## config.mk

```make
export PLATFORM = sky130hd
export DESIGN_NAME = pcs_rx_top
export DESIGN_NICKNAME = d
export VERILOG_FILES = /design/src/hdl/pcs_rx_pkg.sv /design/src/hdl/pcs_rx_blk_if.sv /design/src/hdl/descrambler_rx.sv /design/src/hdl/block_fifo.sv /design/src/hdl/dec_lite_rx.sv /design/src/hdl/pcs_rx_top.sv
export VERILOG_INCLUDE_DIRS = /design/src /design/src/hdl
export SDC_FILE = /design/constraint.sdc
export NUM_CORES = 1
export LEC_CHECK = 0
export BUFFER_PORTS_ARGS = -buffer_cell sky130_fd_sc_hd__buf_2
export CAP_MARGIN = 20
export CELL_PAD_IN_SITES_DETAIL_PLACEMENT = 0
export CELL_PAD_IN_SITES_GLOBAL_PLACEMENT = 1
export CORE_UTILIZATION = 54
export CTS_CLUSTER_DIAMETER = 60
export DETAILED_ROUTE_END_ITERATION = 16
export HOLD_SLACK_MARGIN = 0.02
export PLACE_DENSITY_LB_ADDON = 0.3
export RECOVER_POWER = 25
export SYNTH_ARGS = -nofsm -noshare
export SYNTH_HDL_FRONTEND = slang
export SYNTH_SLANG_ARGS = --single-unit
```

## constraint.sdc

```tcl
create_clock -name clk -period 9.27 [get_ports clk]
set_input_delay 0.4635 -clock clk [delete_from_list [all_inputs] [get_ports clk]]
set_output_delay 0.4635 -clock clk [all_outputs]
set_load 0.02 [all_outputs]
```

## src/hdl/pcs_rx_params.svh

```systemverilog
// width, fifo depth and 10g/40g select macros for the pcs rx path
`ifndef PCS_RX_PARAMS_SVH
`define PCS_RX_PARAMS_SVH

`default_nettype none

// block layout, 2-bit sync header in front of a 64-bit payload
`define PCS_HEAD_W 2
`define PCS_DATA_W 64

// one keep bit per payload byte
`define PCS_KEEP_W (`PCS_DATA_W / 8)

// full block as stored in the fifo
`define PCS_BLK_W (`PCS_HEAD_W + `PCS_DATA_W)

// block type field in byte 0 of a control block
`define PCS_TYPE_W 8

// 0 selects 10G, 1 selects 40G
`define PCS_IS_40G 0

// start lanes: 10G may start on lane 0 or 4, 40G only on lane 0
`define PCS_LANE0_CNT_N ((`PCS_IS_40G) ? 1 : 2)

// blocks held under back-pressure, power of two
`define PCS_FIFO_DEPTH 8

`default_nettype wire

`endif

```

## src/hdl/pcs_rx_pkg.sv

```systemverilog
// sync header enum, block type opcode enum and decode flag struct
`include "pcs_rx_params.svh"
`default_nettype none

package pcs_rx_pkg;

	// sync header, the only two legal encodings
	typedef enum logic [`PCS_HEAD_W-1:0] {
		SYNC_DATA = 2'b01, // eight data bytes
		SYNC_CTRL = 2'b10  // block type in byte 0
	} sync_head_e;

	// control block types known to the lite decoder
	typedef enum logic [`PCS_TYPE_W-1:0] {
		BT_CTRL    = 8'h1e, // all lanes control, idle
		BT_START_0 = 8'h78, // start in lane 0, data after
		BT_START_4 = 8'h33, // control in lanes 0-3, start in lane 4
		BT_OS_0    = 8'h4b, // ordered set in lane 0
		BT_TERM_0  = 8'h87, // terminate, no data bytes
		BT_TERM_1  = 8'h99,
		BT_TERM_2  = 8'haa,
		BT_TERM_3  = 8'hb4,
		BT_TERM_4  = 8'hcc,
		BT_TERM_5  = 8'hd2,
		BT_TERM_6  = 8'he1,
		BT_TERM_7  = 8'hff  // terminate after seven data bytes
	} block_type_e;

	// lite decode flags, not xgmii characters
	typedef struct packed {
		logic                          ctrl_v;  // control or malformed block
		logic                          idle_v;
		logic [`PCS_LANE0_CNT_N-1:0]   start_v; // bit 0 lane 0, bit 1 lane 4
		logic                          term_v;
		logic                          err_v;   // reception error
		logic                          ord_v;   // ordered set O0
	} dec_flags_t;

endpackage

`default_nettype wire

```

## src/hdl/pcs_rx_blk_if.sv

```systemverilog
// 66-bit block bus with valid strobe, sender and receiver modports
`include "pcs_rx_params.svh"
`default_nettype none

interface pcs_rx_blk_if;

	logic                   blk_v; // block counts only when high
	logic [`PCS_HEAD_W-1:0] head;  // sync header, never scrambled
	logic [`PCS_DATA_W-1:0] data;  // payload, byte 0 in the low bits

	// upstream side drives the block
	modport sender (
		output blk_v,
		output head,
		output data
	);

	// downstream side samples it, no ready back
	modport receiver (
		input blk_v,
		input head,
		input data
	);

endinterface

`default_nettype wire

```

## src/hdl/descrambler_rx.sv

```systemverilog
// registered self-synchronizing descrambler, polynomial 1 + x^39 + x^58
`include "pcs_rx_params.svh"
`default_nettype none

module descrambler_rx (
	input wire logic       clk,
	input wire logic       rst_i,
	pcs_rx_blk_if.receiver blk_i, // aligned scrambled blocks
	pcs_rx_blk_if.sender   blk_o  // descrambled, one cycle later
);

localparam int DATA_W = `PCS_DATA_W;
localparam int HIST_W = 58;              // long tap, state length
localparam int TAP_N  = 39;              // short tap
localparam int XT_W   = HIST_W + DATA_W; // history plus current block

// last 58 received scrambled bits
// bit 0 is the oldest, bit HIST_W-1 the most recent
logic [HIST_W-1:0] hist_q;

// serial stream view, oldest bit at 0, payload bit 0 at HIST_W
logic [XT_W-1:0]   stream;
logic [DATA_W-1:0] descr; // descrambled payload

assign stream = {blk_i.data, hist_q};

// out[n] = in[n] ^ in[n-39] ^ in[n-58], lsb first
always_comb begin
	for (int i = 0; i < DATA_W; i++) begin
		descr[i] = stream[HIST_W + i]          // received bit
			^ stream[HIST_W - TAP_N + i]       // 39 bits earlier
			^ stream[i];                       // 58 bits earlier
	end
end

// scrambler state follows the received bits, header ignored
always_ff @(posedge clk) begin
	if (rst_i) begin
		hist_q <= '0;
	end else if (blk_i.blk_v) begin
		hist_q <= stream[XT_W-1:DATA_W]; // keep the newest 58 bits
	end
end

// output stage
always_ff @(posedge clk) begin
	if (rst_i) begin
		blk_o.blk_v <= 1'b0;
	end else begin
		blk_o.blk_v <= blk_i.blk_v;
	end
end

always_ff @(posedge clk) begin
	if (blk_i.blk_v) begin
		blk_o.head <= blk_i.head; // header delayed as is
		blk_o.data <= descr;
	end
end

// a valid output block carries no x in header or payload
a_no_x_out: assert property (
	@(posedge clk) disable iff (rst_i)
	blk_o.blk_v |-> !$isunknown({blk_o.head, blk_o.data})
);

endmodule

`default_nettype wire

```

## src/hdl/block_fifo.sv

```systemverilog
// synchronous block fifo with hold-gated read and overflow pulse
`include "pcs_rx_params.svh"
`default_nettype none

module block_fifo (
	input wire logic       clk,
	input wire logic       rst_i,
	input wire logic       hold_i, // downstream holds reception off
	output logic           ovf_o,  // block dropped, one cycle pulse
	pcs_rx_blk_if.receiver wr_i,
	pcs_rx_blk_if.sender   rd_o
);

localparam int DEPTH = `PCS_FIFO_DEPTH;
localparam int AW    = $clog2(DEPTH);
localparam int BLK_W = `PCS_BLK_W;

logic [BLK_W-1:0] mem [DEPTH]; // {head, data} per entry

logic [AW-1:0] wr_ptr_q; // wraps, depth is a power of two
logic [AW-1:0] rd_ptr_q;
logic [AW:0]   cnt_q;    // occupancy, 0 to DEPTH
logic          full;
logic          empty;
logic          wr_en;
logic          rd_en;    // read launch
logic          rd_v_q;
logic [BLK_W-1:0] rd_blk_q;

assign full  = cnt_q == (AW+1)'(DEPTH);
assign empty = cnt_q == '0;
assign wr_en = wr_i.blk_v & ~full; // full fifo drops, even if a read launches
assign rd_en = ~empty & ~hold_i;

// storage, no reset
always_ff @(posedge clk) begin
	if (wr_en) begin
		mem[wr_ptr_q] <= {wr_i.head, wr_i.data};
	end
end

always_ff @(posedge clk) begin
	if (rst_i) begin
		wr_ptr_q <= '0;
		rd_ptr_q <= '0;
		cnt_q    <= '0;
		rd_v_q   <= 1'b0;
		ovf_o    <= 1'b0;
	end else begin
		if (wr_en) wr_ptr_q <= wr_ptr_q + 1'b1;
		if (rd_en) rd_ptr_q <= rd_ptr_q + 1'b1;
		case ({wr_en, rd_en})
			2'b10:   cnt_q <= cnt_q + 1'b1;
			2'b01:   cnt_q <= cnt_q - 1'b1;
			default: cnt_q <= cnt_q; // none or both
		endcase
		rd_v_q <= rd_en;                // block shows one cycle after launch
		ovf_o  <= wr_i.blk_v & full;    // dropped write
	end
end

// read data register
always_ff @(posedge clk) begin
	if (rd_en) begin
		rd_blk_q <= mem[rd_ptr_q];
	end
end

assign rd_o.blk_v = rd_v_q;
assign rd_o.head  = rd_blk_q[BLK_W-1 -: `PCS_HEAD_W];
assign rd_o.data  = rd_blk_q[`PCS_DATA_W-1:0];

// occupancy stays in range
a_cnt_max: assert property (
	@(posedge clk) disable iff (rst_i)
	cnt_q <= (AW+1)'(DEPTH)
);

// every block out was launched from a non-empty fifo
a_no_empty_rd: assert property (
	@(posedge clk) disable iff (rst_i)
	rd_o.blk_v |-> $past(cnt_q) != '0
);

endmodule

`default_nettype wire

```

## src/hdl/dec_lite_rx.sv

```systemverilog
// registered lite block decoder, decode flags, data and term keep mask
`include "pcs_rx_params.svh"
`default_nettype none

module dec_lite_rx
	import pcs_rx_pkg::*;
(
	input wire logic             clk,
	input wire logic             rst_i,
	pcs_rx_blk_if.receiver       blk_i,
	output logic                 blk_v_o,
	output logic                 ctrl_v_o,
	output logic                 idle_v_o,
	output logic [`PCS_LANE0_CNT_N-1:0] start_v_o,
	output logic                 term_v_o,
	output logic                 err_v_o,
	output logic                 ord_v_o,
	output logic [`PCS_DATA_W-1:0] data_o,
	output logic [`PCS_KEEP_W-1:0] keep_o
);

localparam int KEEP_W = `PCS_KEEP_W;
localparam int LANE_N = `PCS_LANE0_CNT_N;

logic [`PCS_TYPE_W-1:0] block_type; // byte 0 of a control block
logic              head_data;
logic              head_ctrl;
logic              idle_lite;
logic              ord_lite;
logic [KEEP_W-1:0] term_lite;  // one-hot on TERM_n
logic [LANE_N-1:0] start_lite;
logic              type_none;  // no known type matched
logic              ctl_ok;     // well formed control block
logic              block_nv;   // malformed block
logic [KEEP_W-1:0] term_ok;
dec_flags_t        flags_d;
dec_flags_t        flags_q;
logic              blk_v_q;
logic [`PCS_DATA_W-1:0] data_q;
logic [KEEP_W-1:0] keep_q;

assign block_type = blk_i.data[`PCS_TYPE_W-1:0];
assign head_data  = blk_i.head == SYNC_DATA;
assign head_ctrl  = blk_i.head == SYNC_CTRL;

// type match
assign idle_lite    = block_type == BT_CTRL;
assign ord_lite     = block_type == BT_OS_0; // O0 only
assign term_lite[0] = block_type == BT_TERM_0;
assign term_lite[1] = block_type == BT_TERM_1;
assign term_lite[2] = block_type == BT_TERM_2;
assign term_lite[3] = block_type == BT_TERM_3;
assign term_lite[4] = block_type == BT_TERM_4;
assign term_lite[5] = block_type == BT_TERM_5;
assign term_lite[6] = block_type == BT_TERM_6;
assign term_lite[7] = block_type == BT_TERM_7;
assign start_lite[0] = block_type == BT_START_0;

// start on lane 4 exists in 10G only, in 40G 0x33 is malformed
generate
	if (!`PCS_IS_40G) begin : gen_start_4
		assign start_lite[1] = block_type == BT_START_4;
	end
endgenerate

assign type_none = ~(idle_lite | ord_lite | (|term_lite) | (|start_lite));
assign ctl_ok    = head_ctrl & ~type_none;
assign block_nv  = ~(head_data | head_ctrl) | (head_ctrl & type_none);

// data blocks never carry a term, so keep reads all ones there
assign term_ok = term_lite & {KEEP_W{ctl_ok}};

always_comb begin
	flags_d = '0;
	if (blk_i.blk_v) begin
		flags_d.ctrl_v  = head_ctrl | block_nv;
		flags_d.idle_v  = idle_lite & ctl_ok;
		flags_d.ord_v   = ord_lite & ctl_ok;
		flags_d.term_v  = |term_ok;
		flags_d.start_v = start_lite & {LANE_N{ctl_ok}};
		flags_d.err_v   = block_nv; // masks every type flag above
	end
end

always_ff @(posedge clk) begin
	if (rst_i) begin
		flags_q <= '0;
		blk_v_q <= 1'b0;
	end else begin
		flags_q <= flags_d;
		blk_v_q <= blk_i.blk_v;
	end
end

always_ff @(posedge clk) begin
	if (blk_i.blk_v) begin
		data_q <= blk_i.data;            // pass through
		keep_q <= term_ok - KEEP_W'(1);  // TERM_n gives the low n bits
	end
end

assign blk_v_o   = blk_v_q;
assign ctrl_v_o  = flags_q.ctrl_v;
assign idle_v_o  = flags_q.idle_v;
assign start_v_o = flags_q.start_v;
assign term_v_o  = flags_q.term_v;
assign err_v_o   = flags_q.err_v;
assign ord_v_o   = flags_q.ord_v;
assign data_o    = data_q;
assign keep_o    = keep_q;

// a decoded block carries at most one block kind
a_one_kind: assert property (
	@(posedge clk) disable iff (rst_i)
	blk_i.blk_v |=> $onehot0({idle_v_o, |start_v_o, term_v_o, ord_v_o})
);

endmodule

`default_nettype wire

```

## src/hdl/pcs_rx_top.sv

```systemverilog
// pcs rx top, descrambler into block fifo into lite decoder
`include "pcs_rx_params.svh"
`default_nettype none

module pcs_rx_top (
	input wire logic                    clk,
	input wire logic                    rst_i,
	// aligned 66-bit blocks
	input wire logic                    blk_v_i,
	input wire logic [`PCS_HEAD_W-1:0]  head_i,
	input wire logic [`PCS_DATA_W-1:0]  data_i,
	input wire logic                    hold_i, // back-pressure level
	output logic                        ovf_o,  // fifo dropped a block
	// lite decode output
	output logic                        blk_v_o,
	output logic                        ctrl_v_o,
	output logic                        idle_v_o,
	output logic [`PCS_LANE0_CNT_N-1:0] start_v_o,
	output logic                        term_v_o,
	output logic                        err_v_o,
	output logic                        ord_v_o,
	output logic [`PCS_DATA_W-1:0]      data_o,
	output logic [`PCS_KEEP_W-1:0]      keep_o
);

pcs_rx_blk_if in_if ();  // top ports onto the block bus
pcs_rx_blk_if scr_if (); // descrambler to fifo
pcs_rx_blk_if buf_if (); // fifo to decoder

assign in_if.blk_v = blk_v_i;
assign in_if.head  = head_i;
assign in_if.data  = data_i;

descrambler_rx descrambler_rx_inst (
	.clk   (clk),
	.rst_i (rst_i),
	.blk_i (in_if.receiver),
	.blk_o (scr_if.sender)
);

block_fifo block_fifo_inst (
	.clk    (clk),
	.rst_i  (rst_i),
	.hold_i (hold_i),
	.ovf_o  (ovf_o),
	.wr_i   (scr_if.receiver),
	.rd_o   (buf_if.sender)
);

dec_lite_rx dec_lite_rx_inst (
	.clk       (clk),
	.rst_i     (rst_i),
	.blk_i     (buf_if.receiver),
	.blk_v_o   (blk_v_o),
	.ctrl_v_o  (ctrl_v_o),
	.idle_v_o  (idle_v_o),
	.start_v_o (start_v_o),
	.term_v_o  (term_v_o),
	.err_v_o   (err_v_o),
	.ord_v_o   (ord_v_o),
	.data_o    (data_o),
	.keep_o    (keep_o)
);

endmodule

`default_nettype wire

```

Word-level counts from Yosys, hierarchy flattened
Memory sizes are Yosys's and may differ from the RTL's. A register that Yosys moved wholly into a read port is not among the register bits.
Index checks and enable logic that the tools add are counted.

word-level totals
  flip-flop bits (word level) = 217
  memory bits (writable) = 528
  output and inout bits = 81
  word-level logic and storage cells = 199
  memories kept = 1

operators by class
  $add $sub $neg = 5
  equal/unequal tests = 17
  muxes and demuxes = 3
  bitwise gates (word level) = 149
  reductions and logical operators = 6

memories
  name                 depth  bits a word  rd ports  clocked after Yosys merged registers in  wr ports  RTL line          text
  block_fifo_inst.mem  8      66           1         1                                        1         block_fifo.sv:18  logic [BLK_W-1:0] mem [DEPTH];

operators with widths
  kind                                              number
  bitwise XOR 1 bit                                 128
  == test 8 bit, second input constant              8
  == test 8 x 7 -> 1 bit, second input constant     2
  OR reduction 8 bit                                2
  bitwise AND 8 bit                                 1
  == test 8 x 5 -> 1 bit, second input constant     1
  == test 8 x 6 -> 1 bit, second input constant     1
  one-hot mux 4 bit (2 select lines)                1
  subtractor 8 x 1 -> 8 bit, second input constant  1
  bitwise AND 1 bit                                 7
  adder 3 x 1 -> 3 bit, second input constant       2
  NOT 1 bit                                         6
  OR 1 bit                                          6
  adder 4 x 1 -> 4 bit, second input constant       1
  == test 2 x 1 -> 1 bit, second input constant     2
  == test 2 bit, second input constant              2
  == test 4 bit, second input constant              1
  logical NOT 4 bit                                 1
  OR reduction 2 bit                                2
  subtractor 4 x 1 -> 4 bit, second input constant  1
  bitwise AND 2 bit                                 1
  two-way mux 1 bit                                 2
  nonzero test 2 bit                                1

Longest topological paths before layout
Gate-level depths: netlist (run 1).

  depth after elaboration = 8
  depth in mapped cells = 10

Hierarchy
From an unflattened synthesis (run 1), not the netlist that was laid out.

second synthesis, totals
  cells, all modules = 1443
  area total of the unflattened synthesis = 30414.2 µm²

by module, submodules not included
  module          instances  cells each  area an instance (µm²)  seq. area each (µm²)
  block_fifo      1          903         22392.7                 18077.3
  descrambler_rx  1          384         5187.5                  3163.0
  dec_lite_rx     1          156         2834.0                  2322.2

Worst setup path before layout (run 1)
OpenSTA, ideal clock, no wires.

  path kind = register to register
  from = register block_fifo_inst.cnt_q[0]
  to = memory block_fifo_inst.mem[4][0] (netlist bit) (enable)
  library setup time = 0.676 ns
  arrival = 7.572 ns
  slack = 1.022 ns
  cell stages (with the launch flop) = 5
  cell sequence = dfxtp_1 -> nor3_1 -> nand2_1 -> nand2_1 -> nor4b_1

on the way
  word-level cells in the longest chain between the ends = 5

RTL lines
  element                                  RTL line          text
  start, declared                          block_fifo.sv:22  logic [AW:0] cnt_q;
  start signal, assigned                   block_fifo.sv:53  2'b10: cnt_q <= cnt_q + 1'b1;
  start signal, assigned                   block_fifo.sv:54  2'b01: cnt_q <= cnt_q - 1'b1;
  start signal, assigned                   block_fifo.sv:55  default: cnt_q <= cnt_q;
  == test 4 bit                            block_fifo.sv:30  assign full = cnt_q == (AW+1)'(DEPTH);
  NOT 1 bit                                block_fifo.sv:32  assign wr_en = wr_i.blk_v & ~full;
  bitwise AND 1 bit                        block_fifo.sv:32
  two-way mux 1 bit                        block_fifo.sv:37  if (wr_en) begin
  two-way mux 1 bit (not written as such)  block_fifo.sv:38  mem[wr_ptr_q] <= {wr_i.head, wr_i.data};
  end, declared                            block_fifo.sv:18

No other way between the ends.

Worst setup path in the final report (run 1)
  from = register block_fifo_inst.cnt_q[0]
  to = register block_fifo_inst.cnt_q[3]

on the way
  word-level cells in the longest chain between the ends = 5
  elaborated cells on any way between the ends = 12
  classes of those cells = add/sub: 2; eq/ne: 3; mux: 1; bitwise: 4; reduce/logical: 2

RTL lines
  element                                                                   RTL line          text
  logical NOT 4 bit *                                                       block_fifo.sv:31  assign empty = cnt_q == '0;
  NOT 1 bit *                                                               block_fifo.sv:33  assign rd_en = ~empty & ~hold_i;
  bitwise AND 1 bit *                                                       block_fifo.sv:33
  named net block_fifo_inst.rd_en                                           block_fifo.sv:26  logic rd_en;
  == test 2 x 1 -> 1 bit or == test 2 bit (tied branches)                   block_fifo.sv:52  case ({wr_en, rd_en})
  one-hot mux 4 bit (2 select lines) or nonzero test 2 bit (tied branches)  n/a

Mark *: on every way through the listed nets, which the timed path passes. The rest lies on a longest branch.
A chain may end at the register's enable or synchronous reset.

==> impl_summary.log, run 1 <==
INFO  metric status = complete, no violations
INFO  metric holdCritPathClass = in2reg
INFO  metric post-synth-top-area-fraction = 72.6%
INFO  metric placement.setup.worst_slack = 6.24 ns
INFO  metric setup_viol = 0
INFO  metric clk_skew = 0.0195 ns
INFO  metric drtPass1Iterations = 5
INFO  metric timing.final.ws_setup = 6.33 ns
INFO  metric initial_core_util = 54.9%
INFO  metric place.port_buffers = 150
INFO  metric fmax = 340 MHz
INFO  metric crit_start = block_fifo_inst.cnt_q[0]
INFO  metric timing.critical_path.required = 9.82 ns
INFO  metric timing.final.hold_violations = 0
INFO  metric number_of_flops_mapped_to_enable_cells_by_yosys = 732
INFO  metric setup_repair_after_global_routing_missed_its_margin = false
INFO  metric synth-async-reset-ratio = 0%
INFO  metric critical_setup_path_class = reg2reg
INFO  metric synth.mux.area_fraction = 14.2%
INFO  metric areaGrowthSynthToFinish = 14.1%
INFO  metric route.final.wire_length = 61300 microns
INFO  metric grt_usage = 22.2%
INFO  metric synth-compound-area-share = 0.512%
INFO  metric clock_root_cell = clkbuf_16
INFO  metric dr_total_vias = 13.9k
INFO  metric main_combinational_cell_family_by_area_after_synthesis = multiplexers
INFO  metric drive_above_1_share = 29.0%
INFO  metric place_hpwl = 35200 microns
INFO  metric power_frac_comb = 13.0%
INFO  metric routed_wire_length_per_instance = 24.9 microns
INFO  metric synth_top_flop_cell = edfxtp_1
INFO  metric cts.sink_count = 811
INFO  metric grt_pass1_wl = 90700 microns
INFO  metric postCtsSetupBuffers = 0
INFO  metric cp.arrival = 3.49 ns
INFO  metric via_per_inst = 5.64
INFO  metric core_area = 0.0552 sq mm
INFO  metric first_global_vias = 14.2k
INFO  metric max_slew.worst_pin.slew = 1.09 ns
INFO  metric finalCriticalPeriod = 2.94 ns
INFO  metric cts.htree.levels = 3
INFO  metric dieWidth = 239 microns
INFO  metric synthesis.yosys.warnings = 0
INFO  metric power_switching_share = 24.1%
INFO  metric power.density = 260 mW/mm^2
INFO  metric synth_fp_nets = 1511
INFO  metric power.clock.fraction = 34.9%
INFO  metric place_congestion = 0.802
INFO  metric synthesis.instances = 1434
INFO  metric grt_start_max_net_pins = 76
INFO  metric worstReg2RegEnd = block_fifo_inst.cnt_q[3]
INFO  metric report.power.total = 8970 uW
INFO  metric drv_cap = 0
INFO  metric rrSetupSlack = 6.33 ns
INFO  metric final_cell_mix = 732 x edfxtp_1, 143 x buf_2, 132 x mux4_2, 131 x xnor2_1, 83 x clkbuf_16
INFO  metric cellInternalPower = 6810 uW
INFO  metric critPathCaptureType = register
INFO  metric num-nets-final = 1719
INFO  metric synth.top_cells.by_area = edfxtp_1 73%, mux4_2 9.8%, dfxtp_1 5.2%
INFO  metric worst_slew_margin_rel = 27.5%
INFO  metric yosysTopAreaCell = edfxtp_1
INFO  metric report.final.slew_viol_count = 0
INFO  metric post_synth_xor_xnor_area = 3.96%
INFO  metric power_leakage = 0.0112 uW
INFO  metric setup.worst_path.start_class = register
INFO  metric post_synth_num_cell_types = 43
INFO  metric first_iter_violations = 1281
INFO  metric period_share = 31.7%
INFO  metric synth_fa_ha_area_share = 0.314%
INFO  metric postRouteAntennaNets = 0
INFO  metric final_common_cell = edfxtp_1
INFO  metric r2r_cells = 9
INFO  metric synth_area_per_cell = 21.1 sq um
INFO  metric timing.critical_path.fanout_max = 26
INFO  metric number_of_antenna_violations_at_the_first_check_in_global_routing = 8
INFO  metric synth-simple-area-share = 2.11%
INFO  metric worst_r2r_startpoint = block_fifo_inst.cnt_q[0]
INFO  metric tns = 0 ns
INFO  metric die_y = 239 microns
INFO  metric post_synth_instance_area = 0.0303 sq mm
INFO  metric fillerInstances = 3754
INFO  metric setup.worst_path.end = block_fifo_inst.cnt_q[3]
INFO  metric clk_pin_slew = 0.06 ns
INFO  metric synth-seq-area-share = 77.8%
INFO  metric ys_seq_elements = 811
INFO  metric num_io_pins = 151
INFO  metric globalRoute.totalOverflow = 0
INFO  metric die-area = 0.0570 sq mm
INFO  metric sequentialPowerShare = 52.1%
INFO  metric power.net_switching = 2160 uW
INFO  metric row_count = 86
INFO  metric vdd.ir_drop.worst = 0.181 mV
INFO  metric cts_max_path_buffers = 3
INFO  metric cts_tree = done
INFO  metric detail_route.drc_violations = 0
INFO  metric clock_insertion_delay_worst_skew = 0.62 ns
INFO  metric cts_buffers = 81
[timing repair]
action,CTS,global route
hold buffers,2,0
endpoints found under the hold margin,2,0
resized for setup,0,0
[through the flow]
step	instances	cell area (sq um)	util [%]	hold slack [ns]
after global routing	2456	34500	62.6	0.0337
after detailed placement	2304	32000	57.9	0.406
final	2458	34500	62.6	0.0453
after CTS	2455	34500	62.6	0.0208
after floorplan	1434	30300	-	0.400
after global placement	2303	31900	57.8	0.402
[per-layer routing]
| metal | up-vias | wire [microns] | GRT usage [%] |
|---|---|---|---|
| met5 | - | 66 | 0 |
| met4 | 10 | 1100 | 6.39 |
| met3 | 96 | 4290 | 4.42 |
| met2 | 448 | 30000 | 35.5 |
| met1 | 7188 | 25900 | 31.4 |
| li1 | 6117 | - | - |
[layout make-up]
class	instances	area (sq um)	area share, %
sequential	811	23600	68.2
timing repair buffer	178	997	2.89
multi-input combinational	561	6450	18.7
antenna	2	5.00	0.0145
clock inverter	28	220	0.637
clock buffer	121	2330	6.74
inverter	9	33.8	0.0978
tap	748	936	2.71
[critical path: stages (launching register included)]
cell and delay (ns):
dfxtp_1 0.35, nor4_1 0.64, nor2_4 0.35, ha_1 0.36, ha_1 0.27, a21o_1 0.17
a21oi_1 0.16, xnor2_1 0.08, or3_1 0.31, a21oi_1 0.15
[sequential cells by signal (all words and copies together), names as in the netlist]
| register | flops |
|---|---|
| block_fifo_inst.mem | 528 |
| block_fifo_inst.rd_blk_q | 66 |
| dec_lite_rx_inst.data_o | 64 |
| descrambler_rx_inst.blk_o.data | 64 |
| descrambler_rx_inst.hist_q | 58 |
| dec_lite_rx_inst.keep_o | 8 |
| block_fifo_inst.cnt_q | 4 |
| block_fifo_inst.rd_ptr_q | 3 |
| block_fifo_inst.wr_ptr_q | 3 |
| dec_lite_rx_inst.start_v_o | 2 |
| descrambler_rx_inst.blk_o.head | 2 |
| block_fifo_inst.ovf_o | 1 |
| block_fifo_inst.rd_o.blk_v | 1 |
| dec_lite_rx_inst.blk_v_o | 1 |
| dec_lite_rx_inst.ctrl_v_o | 1 |
| dec_lite_rx_inst.err_v_o | 1 |
| dec_lite_rx_inst.idle_v_o | 1 |
| dec_lite_rx_inst.ord_v_o | 1 |
| dec_lite_rx_inst.term_v_o | 1 |
| descrambler_rx_inst.blk_o.blk_v | 1 |
[worst min path at each step]
stage | from | to | slack [ns] | cells past startpoint
floorplan | block_fifo_inst.rd_blk_q[10] | dec_lite_rx_inst.data_o[10] | 0.40 | 0
global placement | block_fifo_inst.rd_blk_q[8] | dec_lite_rx_inst.data_o[8] | 0.40 | 0
detailed placement | block_fifo_inst.rd_blk_q[14] | dec_lite_rx_inst.data_o[14] | 0.41 | 0
CTS | hold_i | block_fifo_inst.rd_o.blk_v | 0.02 | 2
global route | hold_i | block_fifo_inst.rd_o.blk_v | 0.03 | 2
finish | hold_i | block_fifo_inst.rd_o.blk_v | 0.05 | 2
[synth_stat cells (2+ instances only)]
cell type,instances
mux2i_1,59
dfxtp_1,79
a31oi_1,2
nor4bb_1,4
or2_1,2
mux4_2,132
xor2_1,6
a21oi_1,8
xnor2_1,131
ha_1,6
buf_6,8
and4bb_2,2
mux2_2,66
nand3_1,8
nand2_1,11
o21ai_1,3
nor4_1,2
buf_2,23
o21ai_0,3
nor3b_1,3
a2bb2oi_1,2
nor3_1,8
nand2b_1,4
edfxtp_1,732
nor2b_1,3
nor4b_1,2
clkbuf_1,21
inv_1,9
nor2_1,81
[power by group through the flow]
| stage | combinational [uW] | sequential (uW) | clock [uW] |
|---|---|---|---|
| floorplan | 838 | 4720 | 0 |
| detailed placement | 1190 | 4760 | 0 |
| CTS | 1200 | 4680 | 3180 |
| finish | 1170 | 4670 | 3130 |
| global placement | 1130 | 4770 | 0 |
| global route | 1260 | 4710 | 3320 |
[kinds of logic (layout without fill, tap and decap cells)]
logic type,Yosys count,after routing
AND/OR/NAND/NOR,135,135
AO/OA/AOI/OAI,25,25
multiplexers,257,257
buffers and inverters,62,336
flip-flops,811,811
XOR/XNOR,137,137
other,0,2
adder cells (fa/ha/maj),7,7
(Power assumes the default switching activity.)
==> run 2, diff against run 1 <==
Clock period 9.27 ns to 2.87 ns, I/O delays scaled along.
==> run 2 against run 1 <==
  * Sequential share of layout area down 1.8 points
  * Via count is 1.2% higher
  * Final cell count up 2.8%
  * Utilization is 1.7 points higher
  * Maximum frequency increased by 15%
  * Die area is the same
  * Global-route usage fell by 0.089 points
  * Design area grew 2.8%
  * Wire length decreased by 1.1%
  * Total power rose to 3.2 times the previous value
  * Count of clock-buffer cells in the layout decreased by 22
  * Largest cell class unchanged
  * Sequential cell count did not move
==> impl_summary.log, run 2 (synthesis gave the netlist of run 1 again) <==
INFO  metric power_switching_share = 24.0%
INFO  metric initial_core_util = 54.9%
INFO  metric row_count = 86
INFO  metric critical_setup_path_class = reg2reg
INFO  metric multiInputGateArea = 0.00652 sq mm
INFO  metric core_area = 0.0552 sq mm
INFO  metric dieWidth = 239 microns
INFO  metric power.clock.fraction = 34.6%
INFO  metric utilization = 64.3%
INFO  metric clock_root_cell = clkbuf_16
INFO  metric num-nets-final = 1792
INFO  metric grt_pass1_wl = 90900 microns
INFO  metric cp.arrival = 3.10 ns
INFO  metric largest_register_ffs = 528
INFO  metric globalRoute.totalOverflow = 0
INFO  metric cp_num_buf_inv = 0
INFO  metric regMostFlops = block_fifo_inst.mem
INFO  metric cellInternalPower = 22100 uW
INFO  metric worst_slew_margin_rel = 39.4%
INFO  metric drtPass1Iterations = 5
INFO  metric status = complete, no violations
INFO  metric power.net_switching = 6990 uW
INFO  metric final_cell_mix = 732 x edfxtp_1, 145 x buf_2, 132 x mux4_2, 131 x xnor2_1, 85 x clkbuf_16
INFO  metric finalCriticalPeriod = 2.56 ns
INFO  metric place_congestion = 0.795
INFO  metric routed_wire_length_per_instance = 24.0 microns
INFO  metric timing.final.hold_violations = 0
INFO  metric cts.sink_count = 811
INFO  metric crit_path_max_incr_delay = 0.63 ns
INFO  metric fmax = 390 MHz
INFO  metric cpMaxStageDelayCell = nor4_1
INFO  metric cts_buffers = 80
INFO  metric holdCritPathClass = in2reg
INFO  metric max_slew.worst_pin.slew = 0.909 ns
INFO  metric detail_route.drc_violations = 0
INFO  metric die_y = 239 microns
INFO  metric place_hpwl = 35600 microns
INFO  metric clk_skew = 0.0249 ns
INFO  metric finalHoldWorstSlack = 0.109 ns
INFO  metric clock_insertion_delay_worst_skew = 0.63 ns
INFO  metric setup.worst_path.start_class = register
INFO  metric setup_viol = 0
INFO  metric fillerInstances = 3701
INFO  metric tns = 0 ns
INFO  metric dr_total_vias = 14.0k
INFO  metric place.port_buffers = 150
INFO  metric grt_usage = 22.1%
INFO  metric postRouteAntennaNets = 0
INFO  metric cts_tree = done
INFO  metric timing.critical_path.fanout_max = 5
INFO  metric die-area = 0.0570 sq mm
INFO  metric report.final.slew_viol_count = 0
INFO  metric grt_start_max_net_pins = 72
INFO  metric antenna_cells_inserted = 0
INFO  metric period_share = 89.3%
INFO  metric worst_path_dominant_cell_family = simple AND/OR/NAND/NOR gates
INFO  metric first_global_vias = 14.6k
INFO  metric drive_above_1_share = 28.6%
INFO  metric cts_max_path_buffers = 3
INFO  metric sequentialPowerShare = 51.5%
INFO  metric postCtsSetupBuffers = 0
INFO  metric cts.htree.levels = 3
INFO  metric via_per_inst = 5.55
INFO  metric crit_chain = nor4_1 > nor2_4 > ha_1 > ha_1 > a21o_1 > a21oi_1 > xnor2_1 > or3_1 > a21oi_1
INFO  metric timing.critical_path.required = 3.41 ns
INFO  metric critPathCaptureType = register
INFO  metric vdd.ir_drop.worst = 0.573 mV
INFO  metric biggestRegsByFlops = block_fifo_inst.mem: 528 flops, block_fifo_inst.rd_blk_q: 66 flops
INFO  metric number_of_antenna_violations_at_the_first_check_in_global_routing = 1
INFO  metric drv_cap = 0
INFO  metric power.density = 819 mW/mm^2
INFO  metric sequential_cell_area = 0.0236 sq mm
INFO  metric first_iter_violations = 1106
INFO  metric power_frac_comb = 13.8%
INFO  metric power_leakage = 0.0115 uW
INFO  metric route.final.wire_length = 60600 microns
INFO  metric setup_repair_after_global_routing_missed_its_margin = false
INFO  metric clk_pin_slew = 0.06 ns
INFO  metric num_io_pins = 151
INFO  metric final_common_cell = edfxtp_1
INFO  metric areaGrowthSynthToFinish = 17.3%
## run 2: cell types whose count changed in the layout (fill, tap and decap cells not counted), sizes merged, moves of 3 or more
cell and change:
clkinv +16, clkbuf -24, buf +13, dlygate4sd3 +63, clkinvlp +3
## run 2: per-stage QoR
stage / cell area, sq um / cells / total power (uW) / worst slack (ns)
after floorplan: 30400 / 1434 / 17900 / -0.412
after global placement: 32300 / 2316 / 19200 / 0.451
after detailed placement: 32300 / 2316 / 19300 / 0.401
after CTS: 35500 / 2527 / 29400 / 0.367
after global routing: 35500 / 2527 / 30100 / 0.169
final: 35500 / 2527 / 29100 / 0.308
## run 2: power by group through the flow
stage | Combinational (uW) | Sequential [uW] | Clock (uW)
final | 4020 | 15000 | 10100
after global routing | 4350 | 15100 | 10700
after CTS | 4110 | 15000 | 10200
after global placement | 3980 | 15200 | 0
after floorplan | 2740 | 15200 | 0
after detailed placement | 4010 | 15300 | 0
## run 2: final cells by class
cell class | instances | share of cell area, %
sequential | 811 | 66.4
multi-input combinational | 561 | 18.3
clock buffer | 99 | 6.17
timing repair buffer | 252 | 5.37
tap | 748 | 2.64
clock inverter | 47 | 0.973
inverter | 9 | 0.0951
## run 2: path summary, 6_finish.rpt
kind                                     start                                  to  slack, ns  cells past startpoint
setup / recovery      block_fifo_inst.cnt_q[0]            block_fifo_inst.cnt_q[3]       0.31                      9
setup reg to reg      block_fifo_inst.cnt_q[0]            block_fifo_inst.cnt_q[3]       0.31                      9
hold reg to reg   block_fifo_inst.rd_blk_q[46]         dec_lite_rx_inst.data_o[46]       0.42                      0
hold / removal                       data_i[4]  descrambler_rx_inst.blk_o.data[43]       0.11                      3
## run 2: worst min-delay path: cells and delay by family
kind	cells	cell delay, ns
XOR/XNOR	2	0.25
buffers and inverters	1	0.14
## run 2: timing repair
action	CTS	global route
gates resized for setup	0	0
hold buffers	65	0
endpoints found under the setup margin	0	0
endpoints found under the hold margin	129	0
## run 2: per-layer routing
layer,track usage [%],share of wire [%],up-vias
li1,-,-,6269
met1,31.2,43,7230
met2,35.4,49,445
met3,4.06,6.3,77
met4,7.01,2.0,2
met5,0,0.018,-
